**src/include/muldiv_consts.svh**
```systemverilog
`ifndef MULDIV_CONSTS_SVH
`define MULDIV_CONSTS_SVH

// Data path width
`define XLEN 32

// Operands carry one extra sign bit
`define EXT_W (`XLEN + 1)

// Full signed product of two extended operands
`define PROD_W (2 * `EXT_W)

`define MUL_STAGES 2 // Multiplier pipeline depth

`define DIV_ITERS 32 // One quotient bit per iteration
`define DIV_CNT_W 6

// Register number width
`define REG_AW 5

// Most negative XLEN value
`define XLEN_MIN {1'b1, {(`XLEN - 1){1'b0}}}

`endif

```
**src/verilog/rv_isa_pkg.sv**
```systemverilog
`include "muldiv_consts.svh"

package rv_isa_pkg;

	// M extension, funct3 field with funct7 = 7'b0000001
	typedef enum logic [2:0] {
		MUL    = 3'b000,
		MULH   = 3'b001,
		MULHSU = 3'b010,
		MULHU  = 3'b011,
		DIV    = 3'b100,
		DIVU   = 3'b101,
		REM    = 3'b110,
		REMU   = 3'b111
	} funct3_e;

	typedef struct packed {
		logic [6:0]         funct7;
		logic [`REG_AW-1:0] rs2;
		logic [`REG_AW-1:0] rs1;
		funct3_e            funct3;
		logic [`REG_AW-1:0] rd;
		logic [6:0]         opcode;
	} rtype_t;

	// Upper half of the encoding space is the divide group
	function automatic logic is_div(funct3_e f);
		return f[2];
	endfunction

	function automatic logic is_rem(funct3_e f);
		return f[2] & f[1];
	endfunction

endpackage

```
**src/verilog/muldiv_pkg.sv**
```systemverilog
`include "muldiv_consts.svh"

package muldiv_pkg;

	// Request as it arrives from the issue stage
	typedef struct packed {
		rv_isa_pkg::rtype_t instr;
		logic [`XLEN-1:0]   a;
		logic [`XLEN-1:0]   b;
	} md_req_t;

	// Prepared operands, also the tag that follows an operation
	typedef struct packed {
		logic [`EXT_W-1:0]   a_ext;
		logic [`EXT_W-1:0]   b_ext;
		logic [`XLEN-1:0]    a_raw; // REM by zero returns this
		rv_isa_pkg::funct3_e op;
		logic [`REG_AW-1:0]  rd;
		logic                div_zero;
		logic                div_ovf;
	} md_ops_t;

	typedef struct packed {
		logic [`REG_AW-1:0] rd;
		logic [`XLEN-1:0]   result;
	} md_rsp_t;

endpackage

```
**src/verilog/md_operand_prep.sv**
```systemverilog
`timescale 1ns/1ps
`include "muldiv_consts.svh"

module md_operand_prep (
	input  muldiv_pkg::md_req_t req,
	output muldiv_pkg::md_ops_t ops
);

	rv_isa_pkg::funct3_e op;
	logic sign_a;
	logic sign_b;
	logic b_zero;
	logic ovf_pair;

	assign op = req.instr.funct3;

	// MULHSU is signed rs1 times unsigned rs2
	always_comb begin
		unique case (op)
			rv_isa_pkg::MUL,
			rv_isa_pkg::MULH,
			rv_isa_pkg::DIV,
			rv_isa_pkg::REM: begin
				sign_a = 1'b1;
				sign_b = 1'b1;
			end
			rv_isa_pkg::MULHSU: begin
				sign_a = 1'b1;
				sign_b = 1'b0;
			end
			default: begin
				sign_a = 1'b0;
				sign_b = 1'b0;
			end
		endcase
	end

	assign b_zero   = (req.b == '0);
	assign ovf_pair = (req.a == `XLEN_MIN) && (req.b == '1); // -2^31 / -1

	always_comb begin
		ops.a_ext    = {sign_a & req.a[`XLEN-1], req.a};
		ops.b_ext    = {sign_b & req.b[`XLEN-1], req.b};
		ops.a_raw    = req.a;
		ops.op       = op;
		ops.rd       = req.instr.rd;
		ops.div_zero = rv_isa_pkg::is_div(op) & b_zero;
		ops.div_ovf  = (op == rv_isa_pkg::DIV || op == rv_isa_pkg::REM) & ovf_pair;
	end

	// Special-case flags only ever reach the divider
	mul_no_flags: assert final (rv_isa_pkg::is_div(ops.op) || !(ops.div_zero || ops.div_ovf))
		else $error("special-case flag set on multiply op %s", ops.op.name());

endmodule

```
**src/verilog/md_multiplier.sv**
```systemverilog
`timescale 1ns/1ps
`include "muldiv_consts.svh"

module md_multiplier (
	input  logic                clk,
	input  logic                arst_n,
	input  logic                en,
	input  logic                in_valid,
	input  muldiv_pkg::md_ops_t ops,
	output logic                out_valid,
	output logic [`PROD_W-1:0]  product,
	output muldiv_pkg::md_ops_t out_ops
);

	localparam int LO_W = `XLEN / 2;
	localparam int HI_W = `EXT_W - LO_W; // Signed upper slice, also holds lo plus a zero
	localparam int PP_W = 2 * HI_W;

	logic signed [HI_W-1:0] a_lo;
	logic signed [HI_W-1:0] a_hi;
	logic signed [HI_W-1:0] b_lo;
	logic signed [HI_W-1:0] b_hi;

	logic                   v1_q;
	muldiv_pkg::md_ops_t    ops1_q;
	logic signed [PP_W-1:0] pp_ll_q;
	logic signed [PP_W-1:0] pp_lh_q;
	logic signed [PP_W-1:0] pp_hl_q;
	logic signed [PP_W-1:0] pp_hh_q;

	logic signed [`PROD_W-1:0] ll_x;
	logic signed [`PROD_W-1:0] lh_x;
	logic signed [`PROD_W-1:0] hl_x;
	logic signed [`PROD_W-1:0] hh_x;
	logic signed [`PROD_W-1:0] sum;

	assign a_lo = $signed({1'b0, ops.a_ext[LO_W-1:0]});
	assign a_hi = $signed(ops.a_ext[`EXT_W-1:LO_W]);
	assign b_lo = $signed({1'b0, ops.b_ext[LO_W-1:0]});
	assign b_hi = $signed(ops.b_ext[`EXT_W-1:LO_W]);

	// Sign extension to full product width
	assign ll_x = pp_ll_q;
	assign lh_x = pp_lh_q;
	assign hl_x = pp_hl_q;
	assign hh_x = pp_hh_q;
	assign sum  = (hh_x <<< (2 * LO_W)) + ((lh_x + hl_x) <<< LO_W) + ll_x;

	always_ff @(posedge clk or negedge arst_n) begin
		if (!arst_n) begin
			v1_q      <= 1'b0;
			out_valid <= 1'b0;
		end else if (en) begin
			v1_q      <= in_valid;
			out_valid <= v1_q;
		end
	end

	always_ff @(posedge clk) begin
		if (en) begin
			ops1_q  <= ops;
			pp_ll_q <= a_lo * b_lo;
			pp_lh_q <= a_lo * b_hi;
			pp_hl_q <= a_hi * b_lo;
			pp_hh_q <= a_hi * b_hi;
			out_ops <= ops1_q;
			product <= sum;
		end
	end

	valid_known: assert property (@(posedge clk) disable iff (!arst_n) !$isunknown(out_valid))
		else $error("multiplier out_valid unknown");

endmodule

```
**src/verilog/md_divider.sv**
```systemverilog
`timescale 1ns/1ps
`include "muldiv_consts.svh"

module md_divider (
	input  logic                clk,
	input  logic                arst_n,
	input  logic                start,
	input  muldiv_pkg::md_ops_t ops,
	input  logic                hold,
	output logic                busy,
	output logic                done,
	output logic [`XLEN-1:0]    quotient,
	output logic [`XLEN-1:0]    remainder,
	output muldiv_pkg::md_ops_t out_ops
);

	typedef enum logic [1:0] {
		IDLE,
		RUN,
		FIN
	} state_e;

	state_e                state;
	logic [`DIV_CNT_W-1:0] cnt;

	logic [`XLEN-1:0]  a_mag;
	logic [`XLEN-1:0]  b_mag;
	logic [`XLEN-1:0]  quo_q; // Dividend shifts out, quotient shifts in
	logic [`XLEN-1:0]  rem_q;
	logic [`XLEN-1:0]  dvs_q;
	logic [`EXT_W-1:0] shifted;
	logic [`EXT_W:0]   diff;
	logic              q_neg;
	logic              r_neg;

	// Extended sign bit is zero for unsigned ops
	assign a_mag = ops.a_ext[`EXT_W-1] ? -ops.a_ext[`XLEN-1:0] : ops.a_ext[`XLEN-1:0];
	assign b_mag = ops.b_ext[`EXT_W-1] ? -ops.b_ext[`XLEN-1:0] : ops.b_ext[`XLEN-1:0];

	assign shifted = {rem_q, quo_q[`XLEN-1]};
	assign diff    = {1'b0, shifted} - {2'b00, dvs_q}; // MSB set means restore

	always_ff @(posedge clk or negedge arst_n) begin
		if (!arst_n) begin
			state <= IDLE;
			cnt   <= '0;
		end else begin
			unique case (state)
				IDLE: begin
					if (start) begin
						state <= RUN;
						cnt   <= '0;
					end
				end
				RUN: begin
					cnt <= cnt + 1'b1;
					if (cnt == `DIV_CNT_W'(`DIV_ITERS - 1))
						state <= FIN;
				end
				FIN: begin
					if (!hold)
						state <= IDLE;
				end
				default: state <= IDLE;
			endcase
		end
	end

	always_ff @(posedge clk) begin
		if (state == IDLE && start) begin
			quo_q   <= a_mag;
			rem_q   <= '0;
			dvs_q   <= b_mag;
			out_ops <= ops;
		end else if (state == RUN) begin
			quo_q <= {quo_q[`XLEN-2:0], ~diff[`EXT_W]};
			rem_q <= diff[`EXT_W] ? shifted[`XLEN-1:0] : diff[`XLEN-1:0];
		end
	end

	// Truncation toward zero, remainder follows the dividend
	assign q_neg     = out_ops.a_ext[`EXT_W-1] ^ out_ops.b_ext[`EXT_W-1];
	assign r_neg     = out_ops.a_ext[`EXT_W-1];
	assign quotient  = q_neg ? -quo_q : quo_q;
	assign remainder = r_neg ? -rem_q : rem_q;

	assign busy = (state != IDLE);
	assign done = (state == FIN);

	start_when_idle: assert property (@(posedge clk) disable iff (!arst_n) start |-> !busy)
		else $error("divider started while busy");

endmodule

```
**src/verilog/md_result_sel.sv**
```systemverilog
`timescale 1ns/1ps
`include "muldiv_consts.svh"

module md_result_sel (
	input  logic                clk,
	input  logic                arst_n,
	input  logic                mul_valid,
	input  logic [`PROD_W-1:0]  product,
	input  muldiv_pkg::md_ops_t mul_ops,
	input  logic                div_done,
	input  logic [`XLEN-1:0]    quotient,
	input  logic [`XLEN-1:0]    remainder,
	input  muldiv_pkg::md_ops_t div_ops,
	input  logic                rsp_ready,
	output logic                stall,
	output logic                rsp_valid,
	output muldiv_pkg::md_rsp_t rsp
);

	logic                new_valid;
	logic                load;
	logic [`XLEN-1:0]    mul_word;
	logic [`XLEN-1:0]    div_word;
	muldiv_pkg::md_rsp_t next_rsp;

	assign new_valid = mul_valid | div_done;
	assign stall     = new_valid & rsp_valid & ~rsp_ready; // Full and not draining
	assign load      = new_valid & ~stall;

	assign mul_word = (mul_ops.op == rv_isa_pkg::MUL) ?
		product[`XLEN-1:0] : product[2*`XLEN-1:`XLEN];

	// Divide by zero and overflow results per the RISC-V spec
	always_comb begin
		if (rv_isa_pkg::is_rem(div_ops.op)) begin
			if (div_ops.div_zero)
				div_word = div_ops.a_raw;
			else if (div_ops.div_ovf)
				div_word = '0;
			else
				div_word = remainder;
		end else begin
			if (div_ops.div_zero)
				div_word = '1;
			else if (div_ops.div_ovf)
				div_word = `XLEN_MIN;
			else
				div_word = quotient;
		end
	end

	always_comb begin
		next_rsp.rd     = mul_valid ? mul_ops.rd : div_ops.rd;
		next_rsp.result = mul_valid ? mul_word : div_word;
	end

	always_ff @(posedge clk or negedge arst_n) begin
		if (!arst_n)
			rsp_valid <= 1'b0;
		else if (load)
			rsp_valid <= 1'b1;
		else if (rsp_ready)
			rsp_valid <= 1'b0;
	end

	always_ff @(posedge clk) begin
		if (load)
			rsp <= next_rsp;
	end

	// Ordering rule at the top keeps the two sources apart
	one_source: assert property (@(posedge clk) disable iff (!arst_n) !(mul_valid && div_done))
		else $error("multiplier and divider results collide");

endmodule

```
**src/verilog/mult_div.sv**
```systemverilog
`timescale 1ns/1ps
`include "muldiv_consts.svh"

module mult_div (
	input  logic                clk,
	input  logic                arst_n,
	input  logic                req_valid,
	output logic                req_ready,
	input  muldiv_pkg::md_req_t req,
	output logic                rsp_valid,
	input  logic                rsp_ready,
	output muldiv_pkg::md_rsp_t rsp
);

	localparam int CNT_W = $clog2(`MUL_STAGES + 1);

	muldiv_pkg::md_ops_t ops;
	muldiv_pkg::md_ops_t mul_out;
	muldiv_pkg::md_ops_t div_out;

	logic [`PROD_W-1:0] product;
	logic [`XLEN-1:0]   quotient;
	logic [`XLEN-1:0]   remainder;
	logic               is_div;
	logic               accept;
	logic               mul_start;
	logic               div_start;
	logic               mul_out_valid;
	logic               mul_retire;
	logic               div_done;
	logic               div_busy;
	logic               stall;
	logic [CNT_W-1:0]   mul_cnt; // Multiplies not yet in the response register

	assign is_div = rv_isa_pkg::is_div(req.instr.funct3);

	// Divide waits for an empty multiplier so responses stay in order
	assign req_ready  = !div_busy && !stall && (!is_div || mul_cnt == '0);
	assign accept     = req_valid && req_ready;
	assign mul_start  = accept && !is_div;
	assign div_start  = accept && is_div;
	assign mul_retire = mul_out_valid && !stall;

	always_ff @(posedge clk or negedge arst_n) begin
		if (!arst_n)
			mul_cnt <= '0;
		else if (mul_start && !mul_retire)
			mul_cnt <= mul_cnt + 1'b1;
		else if (mul_retire && !mul_start)
			mul_cnt <= mul_cnt - 1'b1;
	end

	md_operand_prep prep0 (
		.req (req),
		.ops (ops)
	);

	md_multiplier mul0 (
		.clk       (clk),
		.arst_n    (arst_n),
		.en        (!stall),
		.in_valid  (mul_start),
		.ops       (ops),
		.out_valid (mul_out_valid),
		.product   (product),
		.out_ops   (mul_out)
	);

	md_divider div0 (
		.clk       (clk),
		.arst_n    (arst_n),
		.start     (div_start),
		.ops       (ops),
		.hold      (stall),
		.busy      (div_busy),
		.done      (div_done),
		.quotient  (quotient),
		.remainder (remainder),
		.out_ops   (div_out)
	);

	md_result_sel sel0 (
		.clk       (clk),
		.arst_n    (arst_n),
		.mul_valid (mul_out_valid),
		.product   (product),
		.mul_ops   (mul_out),
		.div_done  (div_done),
		.quotient  (quotient),
		.remainder (remainder),
		.div_ops   (div_out),
		.rsp_ready (rsp_ready),
		.stall     (stall),
		.rsp_valid (rsp_valid),
		.rsp       (rsp)
	);

endmodule

```
**config.mk**
```make
export PLATFORM = sky130hd
export DESIGN_NAME = mult_div
export DESIGN_NICKNAME = d
export VERILOG_FILES = /design/src/verilog/rv_isa_pkg.sv /design/src/verilog/muldiv_pkg.sv /design/src/verilog/md_operand_prep.sv /design/src/verilog/md_multiplier.sv /design/src/verilog/md_divider.sv /design/src/verilog/md_result_sel.sv /design/src/verilog/mult_div.sv
export VERILOG_INCLUDE_DIRS = /design/src /design/src/include
export SDC_FILE = /design/constraint.sdc
export NUM_CORES = 2
export LEC_CHECK = 0
export ABC_CLOCK_PERIOD_IN_PS = 40600
export BUFFER_PORTS_ARGS = -buffer_cell sky130_fd_sc_hd__buf_2
export CORE_MARGIN = 5
export CORE_UTILIZATION = 60
export CTS_CLUSTER_DIAMETER = 50
export DETAILED_ROUTE_END_ITERATION = 16
export PLACE_DENSITY = 0.75
export SETUP_SLACK_MARGIN = 0.02
export SLEW_MARGIN = 20
export SYNTH_ARGS = -nofsm -noshare
export SYNTH_HDL_FRONTEND = slang
export SYNTH_SLANG_ARGS = --single-unit
```
**constraint.sdc**
```tcl
create_clock -name clk -period 40.6 [get_ports clk]
set_input_delay 4.06 -clock clk [delete_from_list [all_inputs] [get_ports clk]]
set_output_delay 4.06 -clock clk [all_outputs]
set_load 0.005 [all_outputs]
```
==> results.json <==
{
  "flow.area_growth_from_synthesis_pct": 5.415,
  "ys.warnings.count": 0,
  "seq_area_frac_synth_pct": 18.91,
  "finalNetCount": 8200,
  "crit_path_max_fanout": 23,
  "netlist_area_um2": 61630,
  "worst_clock_skew_ns": 0.05251,
  "grt_usage_pct": 30.83,
  "die_area_um2": 109200,
  "avgViaCountPerCell": 5.814,
  "largest_net_degree_at_the_start_of_global_routing": 79,
  "setup-tns-final_ns": 0,
  "synth_area_per_cell_um2": 9.193,
  "dr_total_vias": 46650,
  "critical_path_buf_inv_count": 9,
  "hold_viol": 0,
  "post-route-drc-count": 0,
  "cts.root.buffer_cell": "sky130_fd_sc_hd__clkbuf_16",
  "num-fill-cells": 8371,
  "layout_min_cycle_time_ns": 11.56,
  "worstReg2RegStart": "mul0.pp_hl_q[12]",
  "synth-main-ff-cell": "sky130_fd_sc_hd__edfxtp_1",
  "ff2ff_setup_slack_ns": 34.43,
  "clk_pin_slew_ns": 0.06,
  "ctsHoldBuffers": 0,
  "buffer_ports.inserted": 114,
  "dp.final_hpwl_um": 120400,
  "timing.final.setup_violations": 0,
  "timing.critical_path.to_type": "register",
  "post_drt_wl_per_cell_um": 20.54,
  "row_count": 117,
  "number_of_buffers_added_by_the_clock_tree_synthesis_step": 50,
  "die_width_um": 330.5,
  "worst_ep_arrival_time_ns": 11.94,
  "cts_resized": 0,
  "antenna_violating_nets_post_route": 0,
  "grt_overflow_total": 0,
  "worst-r2r-cell-count": 22,
  "final-max-slew-violation-count": 0,
  "grt_pass1_wl_um": 262700,
  "criticalPathCategory": "input port to register",
  "async_reset_ff_share_pct": 3.242,
  "end_point_of_the_most_critical_hold_path": "mul0.product[10]",
  "synth_nets": 8292,
  "relSlewSlack_pct": 19.38,
  "grt_pass1_vias": 48640,
  "cp_slowest_cell": "sky130_fd_sc_hd__clkinv_1",
  "antenna_violations_before_repair": 8,
  "cpLargestDelayFamily": "adder cells",
  "rsz0062_at_grt": "no",
  "clkLatencyLatePin_ns": 0.65,
  "floorplan.io_pins": 139,
  "synth_edf_count": 356,
  "status": "finished, final reports clean",
  "max_clock_freq_mhz": 86.49,
  "layout-drive-gt1-share_pct": 5.037,
  "wl_um": 164800,
  "die_h_um": 330.5,
  "drv.max_cap_violation_count": 0,
  "initial_core_util_pct": 60.48,
  "min-delay-path-class": "register to register",
  "post-cts-setup-buffer-count": 0,
  "drt_first_pass_iters": 5,
  "clock_sink_count": 401,
  "clock_path_buffers": 3,
  "crit_required_ns": 40.98,
  "timing_worst_slew_pin_value_ns": 1.209,
  "worstHoldPathCells": 0,
  "crit_path_start_kind": "input port",
  "fin_crit_sh_pct": 28.48,
  "synth_cell_type_count": 91,
  "cp_slowest_stage_delay_ns": 0.65,
  "count_of_mapped_cells_out_of_synthesis": 6704,
  "dr.first_iter.drc_count": 3970,
  "hp-start": "mul0.pp_ll_q[10]",
  "ys_ff_latch": 401,
  "tritoncts": "yes",
  "gp_congestion": 0.9226,
  "htree_num_levels": 2,
  "r2r-end": "mul0.product[63]",
  "core_area_um2": 101900
}
[worst register-to-register path: cells and delay by family, from the launching register on]
family	cells	cell delay [ns]
fa+ha+maj	2	0.83
xor+xnor	2	0.81
compound gates	17	3.81
flops	1	0.37
simple gates	1	0.11
[layer usage]
metal / routed length, µm / global-route usage (%)
met5: 34 / 0
met4: 8085 / 13.17
met3: 15930 / 6.356
met2: 77070 / 51.01
met1: 63720 / 39.82
[logic make-up (layout without fill, tap and decap cells)]
family / count (synthesis) / after routing / synth area share (%)
mux: 13 / 13 / 0.2294
other cells: 0 / 5 / 0
compound gates: 932 / 932 / 9.471
buf+inv: 1660 / 1607 / 10.17
flops: 401 / 401 / 18.91
simple gates: 1865 / 1865 / 14.30
xor+xnor: 345 / 345 / 4.925
fa+ha+maj: 1488 / 1488 / 41.99
[flip-flops by register name, summed over array words and instances (netlist names)]
name / cells
mul0.product: 64
mul_cnt: 2
mul0.ops1_q: 8
div0.dvs_q: 32
mul0.out_ops: 8
div0.rem_q: 32
div0.cnt: 6
div0.state: 2
sel0.rsp: 37
mul0.pp_hl_q: 34
div0.quo_q: 32
mul0.pp_ll_q: 32
mul0.pp_lh_q: 34
sel0.rsp_valid: 1
mul0.pp_hh_q: 32
div0.out_ops: 43
mul0.v1_q: 1
mul0.out_valid: 1
[layout make-up]
class                      instances  area, µm²  area share (%)
antenna                            5      12.51         0.01926
inverter                        1327       4982           7.669
clock buffer                      57       1287           1.982
sequential                       401      11660           17.94
multi-input combinational       4643      43740           67.33
clock inverter                    34      440.4          0.6780
tap                             1368       1712           2.635
timing repair buffer             189       1134           1.745
[placed cells by master (no fill, tap or decap), types with 31 or more instances in the layout]
| master | instances |
|---|---|
| sky130_fd_sc_hd__o21ai_0 | 247 |
| sky130_fd_sc_hd__dfxtp_1 | 32 |
| sky130_fd_sc_hd__ha_1 | 521 |
| sky130_fd_sc_hd__nand2b_1 | 36 |
| sky130_fd_sc_hd__o31ai_1 | 35 |
| sky130_fd_sc_hd__clkbuf_16 | 50 |
| sky130_fd_sc_hd__buf_2 | 114 |
| sky130_fd_sc_hd__edfxtp_1 | 356 |
| sky130_fd_sc_hd__xnor2_1 | 220 |
| sky130_fd_sc_hd__nor2_1 | 224 |
| sky130_fd_sc_hd__a21o_1 | 97 |
| sky130_fd_sc_hd__nor3_1 | 53 |
| sky130_fd_sc_hd__nand2_1 | 898 |
| sky130_fd_sc_hd__fa_1 | 967 |
| sky130_fd_sc_hd__a21oi_1 | 257 |
| sky130_fd_sc_hd__and2_1 | 431 |
| sky130_fd_sc_hd__nand3_1 | 56 |
| sky130_fd_sc_hd__inv_1 | 1324 |
| sky130_fd_sc_hd__o21a_1 | 47 |
| sky130_fd_sc_hd__xor2_1 | 124 |
| sky130_fd_sc_hd__and3_1 | 31 |
| sky130_fd_sc_hd__a31oi_1 | 48 |
| sky130_fd_sc_hd__buf_4 | 75 |
[stage by stage]
step | utilization (%) | instance area [µm²] | hold slack [ns] | setup WS [ns] | instances
CTS | 63.75 | 64950 | 0.3770 | 29.16 | 8019
global placement | 62.05 | 63220 | 0.4017 | 28.66 | 7928
floorplan | - | 61630 | 0.4003 | 23.58 | 6704
detailed placement | 62.05 | 63220 | 0.4045 | 28.57 | 7928
finish | 63.76 | 64960 | 0.3824 | 29.04 | 8024
global route | 63.75 | 64950 | 0.3902 | 28.74 | 8019
[synth_stat cells (all sizes together) (54+ instances only)]
library cell | instances | share of area [%]
nand2 | 899 | 5.5
nand3 | 57 | 0.46
a21o | 99 | 1.2
o21ai | 256 | 2.1
ha | 521 | 11
inv | 1326 | 8.1
nor2 | 226 | 1.4
nor3 | 54 | 0.44
edfxtp | 356 | 17
a21oi | 258 | 2.1
and2 | 432 | 4.4
fa | 967 | 31
clkbuf | 286 | 1.7
xnor2 | 220 | 3.1
xor2 | 124 | 1.8
[how the worst max path moves through the flow]
| stage | start | to | slack, ns | cells past startpoint |
|---|---|---|---|---|
| after floorplan | mul0.out_valid | mul0.v1_q | 23.58 | 3 |
| after CTS | req[78] | mul0.pp_hl_q[33] | 29.16 | 27 |
| after global routing | req[78] | mul0.pp_hl_q[33] | 28.74 | 27 |
| final | req[78] | mul0.pp_hl_q[33] | 29.04 | 27 |
| after global placement | req[78] | mul0.pp_hl_q[33] | 28.66 | 27 |
| after detailed placement | req[78] | mul0.pp_hl_q[33] | 28.57 | 27 |
Power is left out: the tool's default activity adds up to more than one toggle a clock period on the data nets, which glitch-free logic cannot reach.
